<file path="src/source/game_gfx_pkg.sv">
`default_nettype none

package game_gfx_pkg;

    typedef logic [9:0] coord_t;
    typedef logic signed [2:0] vel_t;

    // one bit each for red, green and blue, red in the top bit.
    typedef logic [2:0] rgb_t;

    localparam int sprite_size = 16;

    localparam rgb_t color_bg      = 3'b000;
    localparam rgb_t color_target  = 3'b110;
    localparam rgb_t color_torpedo = 3'b011;
    localparam rgb_t color_win     = 3'b010;
    localparam rgb_t color_lose    = 3'b100;

    typedef struct packed {
        coord_t left;
        coord_t right;
        coord_t top;
        coord_t bottom;
    } sprite_box_t;

    typedef struct packed {
        logic hit;
        rgb_t rgb;
    } sprite_pix_t;

endpackage

`default_nettype wire

</file>
<file path="src/source/game_ctrl_pkg.sv">
`default_nettype none

package game_ctrl_pkg;

    typedef enum logic [1:0] {
        st_idle,
        st_start,
        st_play,
        st_end
    } game_state_t;

    // write_xy and write_vel are one-cycle strobes, enable_update is a level.
    typedef struct packed {
        logic write_xy;
        logic write_vel;
        logic enable_update;
    } sprite_ctrl_t;

    typedef struct packed {
        game_gfx_pkg::coord_t x;
        game_gfx_pkg::coord_t y;
        game_gfx_pkg::vel_t   dx;
        game_gfx_pkg::vel_t   dy;
    } sprite_init_t;

    typedef struct packed {
        game_state_t state;
        logic        won;
        logic        timer_running;
    } game_status_t;

endpackage

`default_nettype wire

</file>
<file path="src/source/game_random.sv">
`timescale 1ns/1ps
`default_nettype none

module game_random
(
    input  logic        clk,
    input  logic        rst_n,
    output logic [15:0] random
);

    logic feedback;

    // taps for x^16 + x^14 + x^13 + x^11 + 1, a maximal length sequence.
    assign feedback = random[15] ^ random[13] ^ random[12] ^ random[10];

    always_ff @(posedge clk)
    begin
        if (!rst_n)
            random <= '1;
        else
            random <= {random[14:0], feedback};
    end

endmodule

`default_nettype wire

</file>
<file path="src/source/game_spawn.sv">
`timescale 1ns/1ps
`default_nettype none

module game_spawn
#(
    parameter int screen_width  = 640,
    parameter int screen_height = 480
)
(
    input  logic [15:0]                 random,
    input  logic [1:0]                  left_right_keys,
    output game_ctrl_pkg::sprite_init_t target_init,
    output game_ctrl_pkg::sprite_init_t torpedo_init
);

    import game_gfx_pkg::*;
    import game_ctrl_pkg::*;

    // the target either crosses the top row from the left or sits near the middle.
    always_comb
    begin
        target_init.y  = '0;
        target_init.dy = '0;
        if (random[7])
        begin
            target_init.x  = '0;
            target_init.dx = vel_t'(1);
        end
        else
        begin
            target_init.x  = coord_t'(screen_width / 2) + coord_t'(random[2:0]);
            target_init.dx = '0;
        end
    end

    always_comb
    begin
        torpedo_init.x = coord_t'(screen_width / 2) + coord_t'(random[15:10]);
        torpedo_init.y = coord_t'(screen_height - sprite_size);
        // bit 0 is the right key and bit 1 the left key.
        case (left_right_keys)
            2'b01:
            begin
                torpedo_init.dx = vel_t'(1);
                torpedo_init.dy = vel_t'(-2);
            end
            2'b10:
            begin
                torpedo_init.dx = vel_t'(-1);
                torpedo_init.dy = vel_t'(-2);
            end
            2'b11:
            begin
                torpedo_init.dx = '0;
                torpedo_init.dy = vel_t'(-2);
            end
            default:
            begin
                torpedo_init.dx = '0;
                torpedo_init.dy = vel_t'(-1);
            end
        endcase
    end

endmodule

`default_nettype wire

</file>
<file path="src/source/game_sprite.sv">
`timescale 1ns/1ps
`default_nettype none

module game_sprite
#(
    parameter int                  screen_width  = 640,
    parameter int                  screen_height = 480,
    parameter int                  strobe_width  = 20,
    parameter game_gfx_pkg::rgb_t sprite_color  = game_gfx_pkg::color_target
)
(
    input  logic                        clk,
    input  logic                        rst_n,
    input  game_gfx_pkg::coord_t        x,
    input  game_gfx_pkg::coord_t        y,
    input  game_ctrl_pkg::sprite_init_t init,
    input  game_ctrl_pkg::sprite_ctrl_t ctrl,
    output game_gfx_pkg::sprite_box_t   box,
    output logic                        within_screen,
    output game_gfx_pkg::sprite_pix_t   pix
);

    import game_gfx_pkg::*;

    localparam int ext_width = $bits(coord_t) - $bits(vel_t);

    logic [strobe_width - 1:0] strobe_cnt;
    logic                      step;
    coord_t                    pos_x;
    coord_t                    pos_y;
    vel_t                      vel_x;
    vel_t                      vel_y;

    always_ff @(posedge clk)
    begin
        if (!rst_n)
            strobe_cnt <= '0;
        else
            strobe_cnt <= strobe_cnt + 1'b1;
    end

    assign step = &strobe_cnt;

    // positions wrap modulo the coordinate range, so moving up past row 0 lands at large y.
    always_ff @(posedge clk)
    begin
        if (ctrl.write_xy)
        begin
            pos_x <= init.x;
            pos_y <= init.y;
        end
        else if (ctrl.enable_update && step)
        begin
            pos_x <= pos_x + {{ext_width{vel_x[2]}}, vel_x};
            pos_y <= pos_y + {{ext_width{vel_y[2]}}, vel_y};
        end

        if (ctrl.write_vel)
        begin
            vel_x <= init.dx;
            vel_y <= init.dy;
        end
    end

    assign box.left   = pos_x;
    assign box.right  = pos_x + coord_t'(sprite_size - 1);
    assign box.top    = pos_y;
    assign box.bottom = pos_y + coord_t'(sprite_size - 1);

    assign within_screen = (int'(box.left) < screen_width) && (int'(box.top) < screen_height);

    assign pix.hit = (x >= box.left) && (x <= box.right) && (y >= box.top) && (y <= box.bottom);
    assign pix.rgb = sprite_color;

endmodule

`default_nettype wire

</file>
<file path="src/source/game_overlap.sv">
`timescale 1ns/1ps
`default_nettype none

module game_overlap
(
    input  logic                      clk,
    input  logic                      rst_n,
    input  game_gfx_pkg::sprite_box_t box_a,
    input  game_gfx_pkg::sprite_box_t box_b,
    output logic                      overlap
);

    logic overlap_x;
    logic overlap_y;

    assign overlap_x = (box_a.left <= box_b.right) && (box_b.left <= box_a.right);
    assign overlap_y = (box_a.top <= box_b.bottom) && (box_b.top <= box_a.bottom);

    always_ff @(posedge clk)
    begin
        if (!rst_n)
            overlap <= 1'b0;
        else
            overlap <= overlap_x && overlap_y;
    end

endmodule

`default_nettype wire

</file>
<file path="src/source/game_master_fsm.sv">
`timescale 1ns/1ps
`default_nettype none

module game_master_fsm
#(
    parameter int end_delay = 2 ** 24
)
(
    input  logic                        clk,
    input  logic                        rst_n,
    input  logic                        launch_key,
    input  logic                        target_within_screen,
    input  logic                        torpedo_within_screen,
    input  logic                        collision,
    output game_ctrl_pkg::sprite_ctrl_t target_ctrl,
    output game_ctrl_pkg::sprite_ctrl_t torpedo_ctrl,
    output game_ctrl_pkg::game_status_t status
);

    import game_ctrl_pkg::*;

    localparam int timer_width = $clog2(end_delay + 1);

    game_state_t              state;
    logic                     won;
    logic                     play_q;
    logic                     hit;
    logic [timer_width - 1:0] timer;

    // the overlap result lags the boxes by a cycle, so in the first play cycle
    // it still describes the positions of the previous game.
    assign hit = collision && play_q;

    always_ff @(posedge clk)
    begin
        if (!rst_n)
        begin
            state  <= st_idle;
            won    <= 1'b0;
            play_q <= 1'b0;
            timer  <= '0;
        end
        else
        begin
            play_q <= (state == st_play);
            case (state)
                st_idle:
                    if (launch_key)
                        state <= st_start;
                st_start:
                begin
                    won   <= 1'b0;
                    state <= st_play;
                end
                st_play:
                    if (hit || !target_within_screen || !torpedo_within_screen)
                    begin
                        won   <= hit;
                        timer <= timer_width'(end_delay - 1);
                        state <= st_end;
                    end
                default:
                    if (timer == '0)
                        state <= st_idle;
                    else
                        timer <= timer - 1'b1;
            endcase
        end
    end

    always_comb
    begin
        target_ctrl  = '0;
        torpedo_ctrl = '0;
        case (state)
            st_start:
            begin
                target_ctrl.write_xy   = 1'b1;
                target_ctrl.write_vel  = 1'b1;
                torpedo_ctrl.write_xy  = 1'b1;
                torpedo_ctrl.write_vel = 1'b1;
            end
            st_play:
            begin
                target_ctrl.enable_update  = 1'b1;
                torpedo_ctrl.enable_update = 1'b1;
                // reloading the torpedo velocity lets the keys steer it live.
                torpedo_ctrl.write_vel     = 1'b1;
            end
        endcase
    end

    assign status.state         = state;
    assign status.won           = won;
    assign status.timer_running = (state == st_end);

endmodule

`default_nettype wire

</file>
<file path="src/source/game_mixer.sv">
`timescale 1ns/1ps
`default_nettype none

module game_mixer
#(
    parameter int screen_width  = 640,
    parameter int screen_height = 480
)
(
    input  logic                        clk,
    input  logic                        rst_n,
    input  logic                        display_on,
    input  game_gfx_pkg::coord_t        x,
    input  game_gfx_pkg::coord_t        y,
    input  game_gfx_pkg::sprite_pix_t   target_pix,
    input  game_gfx_pkg::sprite_pix_t   torpedo_pix,
    input  game_ctrl_pkg::game_status_t status,
    output game_gfx_pkg::rgb_t          rgb
);

    import game_gfx_pkg::*;
    import game_ctrl_pkg::*;

    logic on_screen;
    logic in_play;

    assign on_screen = (int'(x) < screen_width) && (int'(y) < screen_height);
    assign in_play   = (status.state == st_play);

    always_ff @(posedge clk)
    begin
        if (!rst_n)
            rgb <= '0;
        else if (!display_on || !on_screen)
            rgb <= '0;
        else if (status.state == st_end)
            rgb <= status.won ? color_win : color_lose;
        else if (in_play && torpedo_pix.hit)
            rgb <= torpedo_pix.rgb;
        else if (in_play && target_pix.hit)
            rgb <= target_pix.rgb;
        else
            rgb <= color_bg;
    end

endmodule

`default_nettype wire

</file>
<file path="src/source/game_top.sv">
`timescale 1ns/1ps
`default_nettype none

module game_top
#(
    parameter int screen_width  = 640,
    parameter int screen_height = 480,
    parameter int strobe_width  = 20,
    parameter int end_delay     = 2 ** 24
)
(
    input  logic                        clk,
    input  logic                        rst_n,
    input  logic                        launch_key,
    input  logic [1:0]                  left_right_keys,
    input  logic                        display_on,
    input  game_gfx_pkg::coord_t        x,
    input  game_gfx_pkg::coord_t        y,
    output game_gfx_pkg::rgb_t          rgb,
    output game_ctrl_pkg::game_status_t status
);

    import game_gfx_pkg::*;
    import game_ctrl_pkg::*;

    logic [15:0]  random;
    sprite_init_t target_init;
    sprite_init_t torpedo_init;
    sprite_ctrl_t target_ctrl;
    sprite_ctrl_t torpedo_ctrl;
    sprite_box_t  target_box;
    sprite_box_t  torpedo_box;
    sprite_pix_t  target_pix;
    sprite_pix_t  torpedo_pix;
    logic         target_within_screen;
    logic         torpedo_within_screen;
    logic         collision;

    game_random i_random
    (
        .clk    ( clk    ),
        .rst_n  ( rst_n  ),
        .random ( random )
    );

    game_spawn #(.screen_width(screen_width), .screen_height(screen_height)) i_spawn
    (
        .random          ( random          ),
        .left_right_keys ( left_right_keys ),
        .target_init     ( target_init     ),
        .torpedo_init    ( torpedo_init    )
    );

    game_sprite
    #(
        .screen_width  ( screen_width  ),
        .screen_height ( screen_height ),
        .strobe_width  ( strobe_width  ),
        .sprite_color  ( color_target  )
    )
    i_target
    (
        .clk           ( clk                  ),
        .rst_n         ( rst_n                ),
        .x             ( x                    ),
        .y             ( y                    ),
        .init          ( target_init          ),
        .ctrl          ( target_ctrl          ),
        .box           ( target_box           ),
        .within_screen ( target_within_screen ),
        .pix           ( target_pix           )
    );

    game_sprite
    #(
        .screen_width  ( screen_width  ),
        .screen_height ( screen_height ),
        .strobe_width  ( strobe_width  ),
        .sprite_color  ( color_torpedo )
    )
    i_torpedo
    (
        .clk           ( clk                   ),
        .rst_n         ( rst_n                 ),
        .x             ( x                     ),
        .y             ( y                     ),
        .init          ( torpedo_init          ),
        .ctrl          ( torpedo_ctrl          ),
        .box           ( torpedo_box           ),
        .within_screen ( torpedo_within_screen ),
        .pix           ( torpedo_pix           )
    );

    game_overlap i_overlap
    (
        .clk     ( clk         ),
        .rst_n   ( rst_n       ),
        .box_a   ( target_box  ),
        .box_b   ( torpedo_box ),
        .overlap ( collision   )
    );

    game_master_fsm #(.end_delay(end_delay)) i_master_fsm
    (
        .clk                   ( clk                   ),
        .rst_n                 ( rst_n                 ),
        .launch_key            ( launch_key            ),
        .target_within_screen  ( target_within_screen  ),
        .torpedo_within_screen ( torpedo_within_screen ),
        .collision             ( collision             ),
        .target_ctrl           ( target_ctrl           ),
        .torpedo_ctrl          ( torpedo_ctrl          ),
        .status                ( status                )
    );

    game_mixer #(.screen_width(screen_width), .screen_height(screen_height)) i_mixer
    (
        .clk         ( clk         ),
        .rst_n       ( rst_n       ),
        .display_on  ( display_on  ),
        .x           ( x           ),
        .y           ( y           ),
        .target_pix  ( target_pix  ),
        .torpedo_pix ( torpedo_pix ),
        .status      ( status      ),
        .rgb         ( rgb         )
    );

endmodule

`default_nettype wire

</file>
<file path="config.mk">
export PLATFORM = sky130hd
export DESIGN_NAME = game_top
export DESIGN_NICKNAME = d
export VERILOG_FILES = /design/src/source/game_gfx_pkg.sv /design/src/source/game_ctrl_pkg.sv /design/src/source/game_random.sv /design/src/source/game_spawn.sv /design/src/source/game_sprite.sv /design/src/source/game_overlap.sv /design/src/source/game_master_fsm.sv /design/src/source/game_mixer.sv /design/src/source/game_top.sv
export SDC_FILE = /design/constraint.sdc
export NUM_CORES = 1
export LEC_CHECK = 0
export ABC_CLOCK_PERIOD_IN_PS = 3880
export BUFFER_PORTS_ARGS = -buffer_cell sky130_fd_sc_hd__buf_2
export CAP_MARGIN = 15
export CORE_MARGIN = 2
export CORE_UTILIZATION = 25
export DETAILED_ROUTE_END_ITERATION = 6
export GPL_ROUTABILITY_DRIVEN = 0
export GPL_TIMING_DRIVEN = 1
export PLACE_DENSITY_LB_ADDON = 0.2
export SYNTH_ARGS = -nofsm -noshare
export SYNTH_HDL_FRONTEND = slang
export SYNTH_SLANG_ARGS = --single-unit
</file>
<file path="constraint.sdc">
create_clock -name clk -period 3.88 [get_ports clk]
set_input_delay 0.776 -clock clk [delete_from_list [all_inputs] [get_ports clk]]
set_output_delay 0.776 -clock clk [all_outputs]
set_load 0.01 [all_outputs]
</file>
# --- Yosys cells after proc, flatten, opt, wreduce, memory -nomap -nowiden ---
# Cells that the tools add are included.
totals:
  wordCells: 118
  ff_bits: 128
  input_bits: 26
classes:
  bitwise_logic: 5
  n_eq_ne: 9
  magnitude_cmp: 17
  reduce_logical: 37
  n_addsub: 11
  mux: 24
ops:
  columns: ["cell", "count"]
  rows:
  - ["$le A10 B10 Y1", 5]
  - ["$mux W10", 5]
  - ["$mux W25", 2]
  - ["$pmux W25 S2", 1]
  - ["$add A20 B1 Y20 const B", 2]
  - ["$reduce_and A20 Y1", 2]
  - ["$add A10 B10 Y10", 3]
  - ["$add A10 B4 Y10 const B", 3]
  - ["$ge A10 B10 Y1", 3]
  - ["$lt A10 B10 Y1 const B", 3]
  - ["$logic_not A25 Y1", 1]
  - ["$sub A25 B1 Y25 const B", 1]
  - ["$le A10 B4 Y1 const B", 2]
  - ["$lt A10 B9 Y1 const B", 2]
  - ["$pmux W6 S3", 1]
  - ["$logic_and A1 B1 Y1", 16]
  - ["$mux W3", 4]
  - ["$add A9 B3 Y10 const A", 1]
  - ["$add A9 B6 Y10 const A", 1]
  - ["$ge A10 B1 Y1 const B", 1]
  - ["$le A1 B10 Y1 const A", 1]
  - ["$eq A2 B2 Y1 const B", 4]
  - ["$mux W2", 4]
  - ["$pmux W2 S3", 1]
  - ["15 further kinds", 34]

# --- Longest topological paths before layout ---
# Gate-level depths: netlist (run 1).
logic_depth:
  depth_word: 9
  mapped_depth: 13

# --- Hierarchy ---
# From an unflattened synthesis (run 1), not the netlist that was laid out.
unflattened:
  cells_unflattened: 1346
  hier_area_um2: 11731.3
modules_own_cells:
  columns: ["mod", "seq_area_each_um2", "instances", "area_per_inst_um2", "cells_per_inst"]
  rows:
  - ["game_sprite (i_torpedo)", 1181.1, 1, 4003.8, 449]
  - ["game_sprite (i_target)", 1181.1, 1, 3978.8, 447]
  - ["game_master_fsm", 580.6, 1, 1659.1, 197]
  - ["game_overlap", 20.0, 1, 1061.0, 146]
  - ["game_random", 320.3, 1, 454.2, 36]
  - ["game_spawn", 0.0, 1, 400.4, 55]
  - ["game_mixer", 60.1, 1, 173.9, 16]

# --- Least setup slack after synthesis (run 1) ---
# No wires, ideal clock.
synth_timing:
  path_kind: "register to register"
  start: "register i_torpedo.pos_x[2]"
  end: "register i_mixer.rgb[0]"
  period_less_slack_ns: 2.673
  path_stages_with_launch: 11
  t_required_ns: 3.800
  arrival_time_ns: 2.593
  setup_slack_ns: 1.207
  n_path_buf: 0
  setup_ns: 0.080
  path_cell_list: "edfxtp_1 > or4_4 > nand4_1 > xnor2_1 > ha_1 > nand3_1 > a221o_1 > a211oi_1 > a31oi_1 > nor4_2 > nor3b_1"
synth_between:
  elab_chain_cells: 8
synth_rtl:
  columns: ["element", "line", "text"]
  rows:
  - ["start, declared", "game_sprite.sv:29", "coord_t pos_x;"]
  - ["start signal, assigned", "game_sprite.sv:49", "pos_x <= init.x;"]
  - ["start signal, assigned", "game_sprite.sv:54", "pos_x <= pos_x + {{ext_width{vel_x[2]}}, vel_x};"]
  - ["$add A10 B4 Y10", "game_sprite.sv:66", "assign box.right = pos_x + coord_t'(sprite_size - 1);"]
  - ["$le A10 B10 Y1", "game_sprite.sv:72", "assign pix.hit = (x >= box.left) && (x <= box.right) && (y >= box.top) && (y <= box.bottom);"]
  - ["$logic_and A1 B1 Y1 (*) (3 in a row)", "game_sprite.sv:72", null]
  - ["$logic_and A1 B1 Y1 (*)", "game_mixer.sv:38", "else if (in_play && torpedo_pix.hit)"]
  - ["$mux W3 (*)", "game_mixer.sv:38", null]
  - ["$mux W3 (*)", "game_mixer.sv:36", "else if (status.state == st_end)"]
  - ["end signal, assigned", "game_mixer.sv:37", "rgb <= status.won ? color_win : color_lose;"]
  - ["end signal, assigned", "game_mixer.sv:39", "rgb <= torpedo_pix.rgb;"]
  - ["end signal, assigned", "game_mixer.sv:41", "rgb <= target_pix.rgb;"]
  - ["end, declared", "game_mixer.sv:18", "output game_gfx_pkg::rgb_t rgb"]
# Mark *: on every way between the ends. The rest lies on a longest branch, timed or not.
# A chain may end at the register's enable or synchronous reset.

# --- Worst setup path after layout (run 1) ---
layout_timing:
  start: "register i_torpedo.pos_x[2]"
  end: "register i_mixer.rgb[2]"
# Same word-level chain as after synthesis.

==> results of run 1 <==
metal layers:
metal  vias to the layer above  global-route usage  wire, um
met2                        91               0.178      7960
met3                        12              0.0245       761
met1                      2806               0.170     10000
met4                         0              0.0352       215
li1                       3177                   -         -
met5                         -                   0         0
synth_stat cells, types with 4 or more instances:
cell type  number
nand2b_1       26
and2_1         34
a211oi_1        5
dfxtp_1        99
a21boi_0       27
o21ai_0        33
inv_1          55
nor3_1         25
nand4_1        18
nor2_1         52
nor4_1         14
a21oi_1        34
nand2_1        55
and3_1         11
a211o_1         4
a31oi_1         5
o21a_1          5
nand3_1        34
xor2_1         21
ha_1          104
clkbuf_1       16
edfxtp_1       24
a21o_1         14
xnor2_1        78
nor2b_1        17
or3_1          11
power groups by stage:
stage               Sequential [uW]  Combinational [uW]  Clock, uW
floorplan                      1890                2530          0
global placement               2020                3290          0
detailed placement             2020                3270          0
CTS                            1990                3290       1680
global route                   2040                3720       1720
finish                         1990                3260       1620
flip-flops by register name (all words and copies together), names as in the netlist, 2 cells and up:
| register | cells |
|---|---|
| i_master_fsm.timer | 25 |
| i_target.strobe_cnt | 20 |
| i_torpedo.strobe_cnt | 20 |
| i_random.random | 16 |
| i_target.pos_x | 10 |
| i_torpedo.pos_x | 10 |
| i_torpedo.pos_y | 10 |
| i_mixer.rgb | 3 |
| i_master_fsm.state | 2 |
| i_torpedo.vel_x | 2 |
cell type report:
| cell class | instances | area, um^2 | share of cell area |
|---|---|---|---|
| multi-input combinational | 676 | 4950 | 0.541 |
| clock inverter | 14 | 145 | 0.0159 |
| clock buffer | 18 | 450 | 0.0492 |
| tap | 402 | 503 | 0.0550 |
| timing repair buffer | 36 | 190 | 0.0208 |
| sequential | 123 | 2700 | 0.295 |
| inverter | 55 | 206 | 0.0226 |
through the flow:
step           cells  instance area (um^2)  power (uW)  utilization  worst slack, ns
2_1_floorplan    873                  7940        4420            -             1.21
3_3_place_gp    1292                  8550        5310        0.272            0.961
3_5_place_dp    1292                  8550        5280        0.272            0.892
4_1_cts         1324                  9150        6970        0.291            0.871
5_1_grt         1324                  9150        7470        0.291            0.623
6_report        1324                  9150        6870        0.291            0.896
worst reg2reg max path, stage by stage, from the launching register on:
cell and delay, ns:
edfxtp_1 0.50, or4_4 0.62, nand4_1 0.13, xnor2_1 0.09
ha_1 0.33, nand3_1 0.08, a221o_1 0.28, nand2_1 0.07
o31ai_1 0.07, a31oi_1 0.29, nor4_2 0.11, o41ai_1 0.34
worst min path at each step:
stage	end	start
after floorplan	i_random.random[10]$_SDFF_PN1_	i_random.random[9]$_SDFF_PN1_
after global routing	i_random.random[7]$_SDFF_PN1_	i_random.random[6]$_SDFF_PN1_
final	i_random.random[10]$_SDFF_PN1_	i_random.random[9]$_SDFF_PN1_
after CTS	i_random.random[10]$_SDFF_PN1_	i_random.random[9]$_SDFF_PN1_
after detailed placement	i_random.random[6]$_SDFF_PN1_	i_random.random[5]$_SDFF_PN1_
after global placement	i_random.random[6]$_SDFF_PN1_	i_random.random[5]$_SDFF_PN1_
cells by family (layout without fill, tap and decap cells):
family,count (synthesis),in the layout,synth area share
xor+xnor,99,99,0.109
buf+inv,74,123,0.0358
fa+ha+maj,105,105,0.166
flops,123,123,0.340
compound gates,153,153,0.128
mux,4,4,0.00520
simple gates,315,315,0.215
==> impl_metrics.yaml, run 1 <==
sta:
  fin_skew_ns: 0.0121
  hold_viol_final: 0
  holdWs_ns: 0.405
  rsz0062_at_grt: "false"
  fmax_ghz: 0.335
  report.final.slew_viol_count: 0
  setup_violations: 0
  min_period_ns: 2.98
  slew_headroom: 0.581
  setup_tns_ns: 0
  tightest_slew_ns: 0.629
  fin_crit_sh: 0.769
hold_path:
  min_path_type: "flip-flop to flip-flop"
  hold_path_depth: 1
pwr:
  irDropWorstVdd_mv: 0.417
  power_density_nw_per_um2: 751
  comb_power_share: 0.474
  p_leak_uw: 0.00382
  p_int_uw: 4000
  seq_power_share: 0.290
  p_sw_uw: 2870
  swShare: 0.417
  clockPowerShare: 0.236
finish:
  final_cell_mix: "ha_1, dfxtp_1, xnor2_1, inv_1, nand2_1"
  diodes: 0
  drive_gt1_frac: 0.0889
  area_delta_synth_final_pct: 15.3
  nets: 1040
  final_common_cell: "ha_1"
  fillers: 3319
synth:
  syn-instance-count: 873
  synthArstFlopShare: 0
  syn_nets: 1004
  synth-edff-count: 24
  syn_area_um2: 7940
  synth-seq-area-share: 0.340
  synth_seq_cells: 123
  synth.distinct_cells: 61
  synth_flop_cell: "dfxtp_1"
  synth_top_area_share: 0.250
  avgSynthCellArea_um2: 9.09
  yosys.area.top_type: "dfxtp_1"
  ys.warnings.count: 0
  ys_top_cells_by_area: "dfxtp_1, ha_1, edfxtp_1"
worst_setup_path:
  cpPeakStageDelay_ns: 0.62
  cp-end-kind: "flip-flop"
  critPathSlowestCell: "or4_4"
  startpoint_type: "flip-flop"
  path_delay_family: "simple AND/OR/NAND/NOR gates"
  worstReg2RegStart: "i_torpedo.pos_x[2]$_DFFE_PP_"
  required_ns: 4.21
  cp_num_buf_inv: 0
  reg2reg_setup_slack_ns: 0.90
  worstPathCellList: "or4_4, nand4_1, xnor2_1, ha_1, nand3_1, a221o_1, nand2_1, o31ai_1, a31oi_1, nor4_2, o41ai_1"
  reg2regPathDepth: 11
  startpoint: "i_torpedo.pos_x[2]$_DFFE_PP_"
  r2r-end: "i_mixer.rgb[2]$_SDFF_PP0_"
  cp_num_cells: 11
  critical_path_class: "flip-flop to flip-flop"
  crit_path_end: "i_mixer.rgb[2]$_SDFF_PP0_"
  worstPathMaxFanout: 6
  critical_path_arrival_ns: 3.31
cts:
  cts_tree: "yes"
  insertion_delay_ns: 0.43
  cts.sinks: 123
  cts_max_level: 4
  cts_made_buffers: 17
  ctsHoldBuffers: 0
  cts_root_buf: "clkbuf_16"
  cts.repair.resized: 0
  clock_path_buffers: 2
  cts.clk_slew.worst_paths_ns: 0.07
  post-cts-setup-buffer-count: 0
global_route:
  grtUsageTotal: 0.119
  grt_max_degree: 66
  grt_pass1_wl_um: 31300
  overflow: 0
  grt_pass1_vias: 5904
  antenna_found_initial: 1
route:
  firstDrtPassIters: 5
  vias: 6086
  drt_iter0_markers: 328
  totalWireLength_um: 19000
  postRouteAntennaNets: 0
  avgRoutedWirePerCell_um: 14.3
  drc: 0
  viasPerCell: 4.60
floorplan:
  start_util: 0.253
  design.core.area_um2: 31400
  ios: 33
  die_area_um2: 33200
  die_h_um: 182
  chipWidth_um: 182
  fp-row-count: 65
outcome:
  status: "finished, final reports clean"
place:
  port_buffers: 32
  dp_hpwl_um: 14400
flow_run:
  maxCapViolations: 0
(Power assumes the default switching activity.)
==> run 2: changes to the inputs <==
--- a/config.mk
+++ b/config.mk
@@ -5,7 +5,8 @@
 export SDC_FILE = /design/constraint.sdc
 export NUM_CORES = 1
 export LEC_CHECK = 0
-export ABC_CLOCK_PERIOD_IN_PS = 3880
+export ABC_AREA = 1
+export ABC_CLOCK_PERIOD_IN_PS = 2450
 export BUFFER_PORTS_ARGS = -buffer_cell sky130_fd_sc_hd__buf_2
 export CAP_MARGIN = 15
 export CORE_MARGIN = 2
==> constraint.sdc (replaced) <==
create_clock -name clk -period 2.45 [get_ports clk]
set_input_delay 0.49 -clock clk [delete_from_list [all_inputs] [get_ports clk]]
set_output_delay 0.49 -clock clk [all_outputs]
set_load 0.01 [all_outputs]
==> impl_metrics.yaml, run 2 <==
sta:
  tightest_slew_ns: 0.475
  hold_viol_final: 0
  report.final.slew_viol_count: 0
  slew_headroom: 0.680
  setup_violations: 0
  fin_skew_ns: 0.00927
  fmax_ghz: 0.409
  fin_crit_sh: 0.998
  min_period_ns: 2.44
  fin_ws_ns: 0.00536
  rsz0062_at_grt: "true"
worst_setup_path:
  startpoint_type: "flip-flop"
  worstReg2RegStart: "i_target.pos_x[1]$_DFFE_PP_"
  cp-end-kind: "flip-flop"
  required_ns: 2.76
  reg2regPathDepth: 15
  r2r-end: "i_overlap.overlap$_SDFF_PN0_"
  reg2reg_setup_slack_ns: 0.005
  critical_path_class: "flip-flop to flip-flop"
  worstPathMaxFanout: 4
  critical_path_arrival_ns: 2.75
synth:
  synth.distinct_cells: 52
  syn-instance-count: 1125
  yosys.area.top_type: "dfxtp_1"
  avgSynthCellArea_um2: 7.45
  synthArstFlopShare: 0
  synth-seq-area-share: 0.323
  syn_area_um2: 8380
  synth_most_common_cell: "nand2_1"
  ys_top_cells_by_area: "dfxtp_1, ha_1, edfxtp_1"
  ys.warnings.count: 0
  synth_top_area_share: 0.237
  synth-edff-count: 24
  syn_nets: 1256
  synth_flop_cell: "dfxtp_1"
  synth_commonest_cells: "nand2_1, inv_1, nor2_1"
  synth_seq_cells: 123
route:
  drt_iter0_markers: 390
  drc: 0
  totalWireLength_um: 22000
  vias: 7399
  firstDrtPassIters: 5
  avgRoutedWirePerCell_um: 13.1
  postRouteAntennaNets: 0
  viasPerCell: 4.40
finish:
  final_cell_mix: "nand2_1, inv_1, nor2_1, a21oi_1, ha_1"
  nets: 1350
  area_delta_synth_final_pct: 22.4
  regArea_um2: 2710
  final_common_cell: "nand2_1"
  design_area_um2: 10300
  top_register: "i_master_fsm.timer"
  multi_input_area_um2: 5120
  drive_gt1_frac: 0.162
  fillers: 3636
  largest_register_ffs: 25
  diodes: 0
  reg_top3: "i_master_fsm.timer (25), i_target.strobe_cnt (20), i_torpedo.strobe_cnt (20)"
place:
  port_buffers: 32
  placed_area_um2: 9470
  dp_hpwl_um: 17400
  post-place-ws_ns: -0.0494
pwr:
  power_uw: 11800
  irDropWorstVdd_mv: 0.614
  p_leak_uw: 0.00456
  power_density_nw_per_um2: 1150
floorplan:
  die_area_um2: 35000
  fp-row-count: 67
  start_util: 0.252
  ios: 33
  chipWidth_um: 187
  die_h_um: 187
  design.core.area_um2: 33300
cts:
  cts_max_level: 4
  ctsHoldBuffers: 0
  clock_path_buffers: 2
  cts.sinks: 123
  insertion_delay_ns: 0.42
  cts_tree: "yes"
  cts_root_buf: "clkbuf_16"
  cts.clk_slew.worst_paths_ns: 0.06
  cts_made_buffers: 17
flow_run:
  maxCapViolations: 0
outcome:
  status: "finished, final reports clean"
hold_path:
  min_path_type: "input pin to flip-flop"
  hp-start: "display_on"
  min_to: "i_mixer.rgb[2]$_SDFF_PP0_"
  hold_path_depth: 3
global_route:
  grt_max_degree: 43
  grt_pass1_vias: 7229
  grt_pass1_wl_um: 36500
  antenna_found_initial: 0
  grtUsageTotal: 0.130
  overflow: 0
[run 2: per-stage QoR]
step	instances	hold slack [ns]	TNS, ns	utilization
global placement	1645	0.398	0	0.285
detailed placement	1645	0.401	-0.0715	0.285
finish	1680	0.412	0	0.308
floorplan	1125	0.388	0	-
CTS	1677	0.393	-0.0223	0.304
global route	1680	0.407	-0.652	0.308
[run 2: power by group]
group	leakage, uW	switching, uW	total (uW)	internal [uW]
Sequential	0.00103	355	2910	2560
Clock	0.000305	1010	2680	1670
Combinational	0.00323	3760	6210	2450
Total	0.00456	5130	11800	6680
[run 2: worst max-delay path by stage]
stage,endpoint,startpoint,slack [ns],depth (start not counted)
CTS,i_mixer.rgb[2]$_SDFF_PP0_,i_target.pos_x[1]$_DFFE_PP_,-0.02,15
global route,i_overlap.overlap$_SDFF_PN0_,i_target.pos_x[1]$_DFFE_PP_,-0.20,15
detailed placement,i_mixer.rgb[2]$_SDFF_PP0_,i_target.pos_x[1]$_DFFE_PP_,-0.05,16
global placement,i_mixer.rgb[2]$_SDFF_PP0_,i_torpedo.pos_y[0]$_SDFFE_PP0P_,0.02,18
finish,i_overlap.overlap$_SDFF_PN0_,i_target.pos_x[1]$_DFFE_PP_,0.005,15
floorplan,i_target.pos_x[0]$_DFFE_PP_,i_master_fsm.state[0]$_SDFFE_PN0P_,0.08,6
[run 2: what timing repair did]
action	in CTS	in global routing
buffers inserted	0	3
resized for setup	3	42
pin swaps	0	24
setup endpoints to repair	3	5
[run 2: cells by family (layout without fill, tap and decap cells)]
family / Yosys count / count (layout) / share of synthesized area
AOI/OAI and AO/OA: 230 / 230 / 0.151
and+or+nand+nor: 444 / 444 / 0.241
DFF: 123 / 123 / 0.323
adders and majority gates: 105 / 105 / 0.158
xor gates and xnor gates: 43 / 43 / 0.0449
buffers and inverters: 180 / 287 / 0.0832
[run 2: metal layers]
layer  GRT usage  up-vias  routed length (um)
met5           0        -                   0
met4      0.0360        0                 288
met3      0.0257       18                 635
met2       0.209      103                9870
met1       0.176     3308               11200
li1            -     3970                   -
[run 2: critical path, stage by stage, from the launching register on]
cell and delay (ns):
edfxtp_1 0.42, nor2_1 0.11, nand2_1 0.08, o21ai_1 0.14, buf_4 0.14, nor3_2 0.04, xor2_1 0.18, buf_4 0.16
ha_4 0.25, nand4_1 0.11, nor3_2 0.22, o21a_1 0.15, o21ai_1 0.07, buf_4 0.14, nand4_1 0.08, a21oi_2 0.04
[run 2: cell type report]
| cell class | instances | area share |
|---|---|---|
| well taps | 448 | 0.0546 |
| inverters | 159 | 0.0582 |
| flip-flops and latches | 123 | 0.264 |
| clock buffers | 20 | 0.0446 |
| repair buffers | 96 | 0.0637 |
| multi-input cells | 822 | 0.499 |
| clock inverters | 12 | 0.0154 |
==> run 3: changes to the inputs <==
--- a/config.mk
+++ b/config.mk
@@ -6,7 +6,7 @@
 export NUM_CORES = 1
 export LEC_CHECK = 0
 export ABC_AREA = 1
-export ABC_CLOCK_PERIOD_IN_PS = 2450
+export ABC_CLOCK_PERIOD_IN_PS = 2680
 export BUFFER_PORTS_ARGS = -buffer_cell sky130_fd_sc_hd__buf_2
 export CAP_MARGIN = 15
 export CORE_MARGIN = 2
@@ -17,4 +17,5 @@
 export PLACE_DENSITY_LB_ADDON = 0.2
 export SYNTH_ARGS = -nofsm -noshare
 export SYNTH_HDL_FRONTEND = slang
+export SYNTH_HIERARCHICAL = 1
 export SYNTH_SLANG_ARGS = --single-unit
==> constraint.sdc (replaced) <==
create_clock -name clk -period 2.68 [get_ports clk]
set_input_delay 0.536 -clock clk [delete_from_list [all_inputs] [get_ports clk]]
set_output_delay 0.536 -clock clk [all_outputs]
set_load 0.01 [all_outputs]
==> impl_metrics.yaml, run 3 <==
outcome:
  status: "finished, final reports clean"
route:
  drt_iter0_markers: 463
  vias: 11800
  avgRoutedWirePerCell_um: 12.9
  totalWireLength_um: 35500
  firstDrtPassIters: 5
  drc: 0
  postRouteAntennaNets: 0
  viasPerCell: 4.28
pwr:
  p_leak_uw: 0.00770
  irDropWorstVdd_mv: 0.611
  power_density_nw_per_um2: 1310
  power_uw: 20500
synth:
  yosys.area.top_type: "ha_1"
  ys_top_cells_by_area: "ha_1, nand2_1, dfxtp_1"
  synth_commonest_cells: "nand2_1, inv_1, ha_1, nor2_1, nand3_1"
  synth_seq_cells: 141
  synth_flop_cell: "dfxtp_1"
  synth_most_common_cell: "nand2_1"
  syn-instance-count: 1898
  synthArstFlopShare: 0
  avgSynthCellArea_um2: 6.76
  synth_top_area_share: 0.167
  synth.distinct_cells: 42
  syn_area_um2: 12800
  synth-edff-count: 52
  synth-seq-area-share: 0.260
  ys.warnings.count: 6
floorplan:
  die_h_um: 231
  die_area_um2: 53200
  start_util: 0.252
  ios: 33
  chipWidth_um: 231
  design.core.area_um2: 51000
  fp-row-count: 83
finish:
  fillers: 5576
  area_delta_synth_final_pct: 21.9
  diodes: 0
  drive_gt1_frac: 0.182
  top_register: "i_master_fsm/timer"
  regArea_um2: 3340
  nets: 2253
  final_core_util: 0.307
  finalNonFillerCells: 2745
  reg_top3: "i_master_fsm/timer (25), i_target/strobe_cnt (20), i_torpedo/strobe_cnt (20)"
  largest_register_ffs: 25
  multi_input_area_um2: 8480
  final_common_cell: "nand2_1"
  final_cell_mix: "nand2_1, inv_1, ha_1, nor2_1, nand3_1"
sta:
  fmax_ghz: 0.374
  rsz0062_at_grt: "true"
  hold_viol_final: 0
  slew_headroom: 0.433
  fin_skew_ns: 0.0123
  setup_tns_ns: 0
  tightest_slew_ns: 0.849
  report.final.slew_viol_count: 0
  setup_violations: 0
  fin_crit_sh: 0.998
  min_period_ns: 2.67
cts:
  clock_path_buffers: 2
  insertion_delay_ns: 0.47
  cts.sinks: 141
  cts_root_buf: "clkbuf_16"
  cts.clk_slew.worst_paths_ns: 0.06
  cts_tree: "yes"
  cts_max_level: 4
  cts_made_buffers: 17
worst_setup_path:
  cp-end-kind: "flip-flop"
  critical_path_arrival_ns: 3.08
  required_ns: 3.08
  worstPathMaxFanout: 3
  critical_path_class: "flip-flop to flip-flop"
  startpoint_type: "flip-flop"
place:
  dp_hpwl_um: 27900
  dp.cells: 2688
  port_buffers: 32
flow_run:
  maxCapViolations: 0
global_route:
  grt_max_degree: 32
  grt_pass1_vias: 11500
  grt_pass1_wl_um: 58000
  antenna_found_initial: 1
  overflow: 0
  grtUsageTotal: 0.138
hold_path:
  min_path_type: "flip-flop to flip-flop"
run 3: logic make-up after synthesis:
family / after synthesis / synth area share
simple gates: 980 / 0.334
compound gates: 175 / 0.0733
xor+xnor: 39 / 0.0266
buf+inv: 382 / 0.131
other cells: 6 / 0.00175
fa+ha+maj: 175 / 0.173
flops: 141 / 0.260
run 3: what timing repair did:
item / CTS / global route
hold buffers: 0 / 0
buffers inserted: 15 / 13
endpoints found under the setup margin: 3 / 4
pin swaps: 48 / 67
resized for setup: 39 / 85
cloned: 0 / 0
run 3: path summary, 6_finish.rpt:
kind / start / endpoint / slack [ns] / depth (start not counted)
worst max-delay path: i_target/pos_x[0]$_DFFE_PP_ / i_mixer/rgb[1]$_SDFF_PP0_ / 0.006 / 20
worst min-delay path: i_random/random[8]$_SDFF_PN1_ / i_random/random[9]$_SDFF_PN1_ / 0.40 / 2
worst max register to register: i_target/pos_x[0]$_DFFE_PP_ / i_mixer/rgb[1]$_SDFF_PP0_ / 0.006 / 20
worst min register to register: i_random/random[8]$_SDFF_PN1_ / i_random/random[9]$_SDFF_PN1_ / 0.40 / 2
run 3: where the power goes:
part / switching [uW] / internal [uW]
clock: 1070 / 1280
combinational: 8460 / 5980
sequential: 584 / 3100
total: 10100 / 10400
run 3: final cells by class:
class	instances	area share
clock buffer	20	0.0299
tap	680	0.0544
inverter	304	0.0733
timing repair buffer	177	0.0808
sequential	141	0.214
clock inverter	12	0.00600
multi-input combinational	1411	0.542
run 3: critical path: stages (launching register included):
cell      delay [ns]
edfxtp_1        0.40
inv_2           0.07
ha_4            0.16
nand2_2         0.05
nor2_2          0.04
nor3_2          0.18
nand3_1         0.16
xor2_2          0.18
ha_1            0.29
nand2_2         0.10
a21oi_1         0.05
nor2_1          0.10
nand3_1         0.10
nand2_2         0.11
nand3_4         0.09
nor2_4          0.09
buf_6           0.12
nand3_2         0.08
nor2_2          0.09
nor2_1          0.04
nor2_1          0.10
run 3: stage by stage:
stage | hold slack [ns] | setup slack, ns | cell area, um^2
2_1_floorplan | 0.380 | 0.0955 | 13000
3_3_place_gp | 0.389 | -0.137 | 14300
3_5_place_dp | 0.394 | -0.260 | 14300
4_1_cts | 0.395 | -0.0665 | 15100
5_1_grt | 0.406 | -0.190 | 15600
6_report | 0.404 | 0.00643 | 15600
run 3: metal layers:
metal,share of wire,GRT usage
met5,0.00037,0
met2,0.46,0.230
met4,0.014,0.0361
met1,0.49,0.182
met3,0.030,0.0284
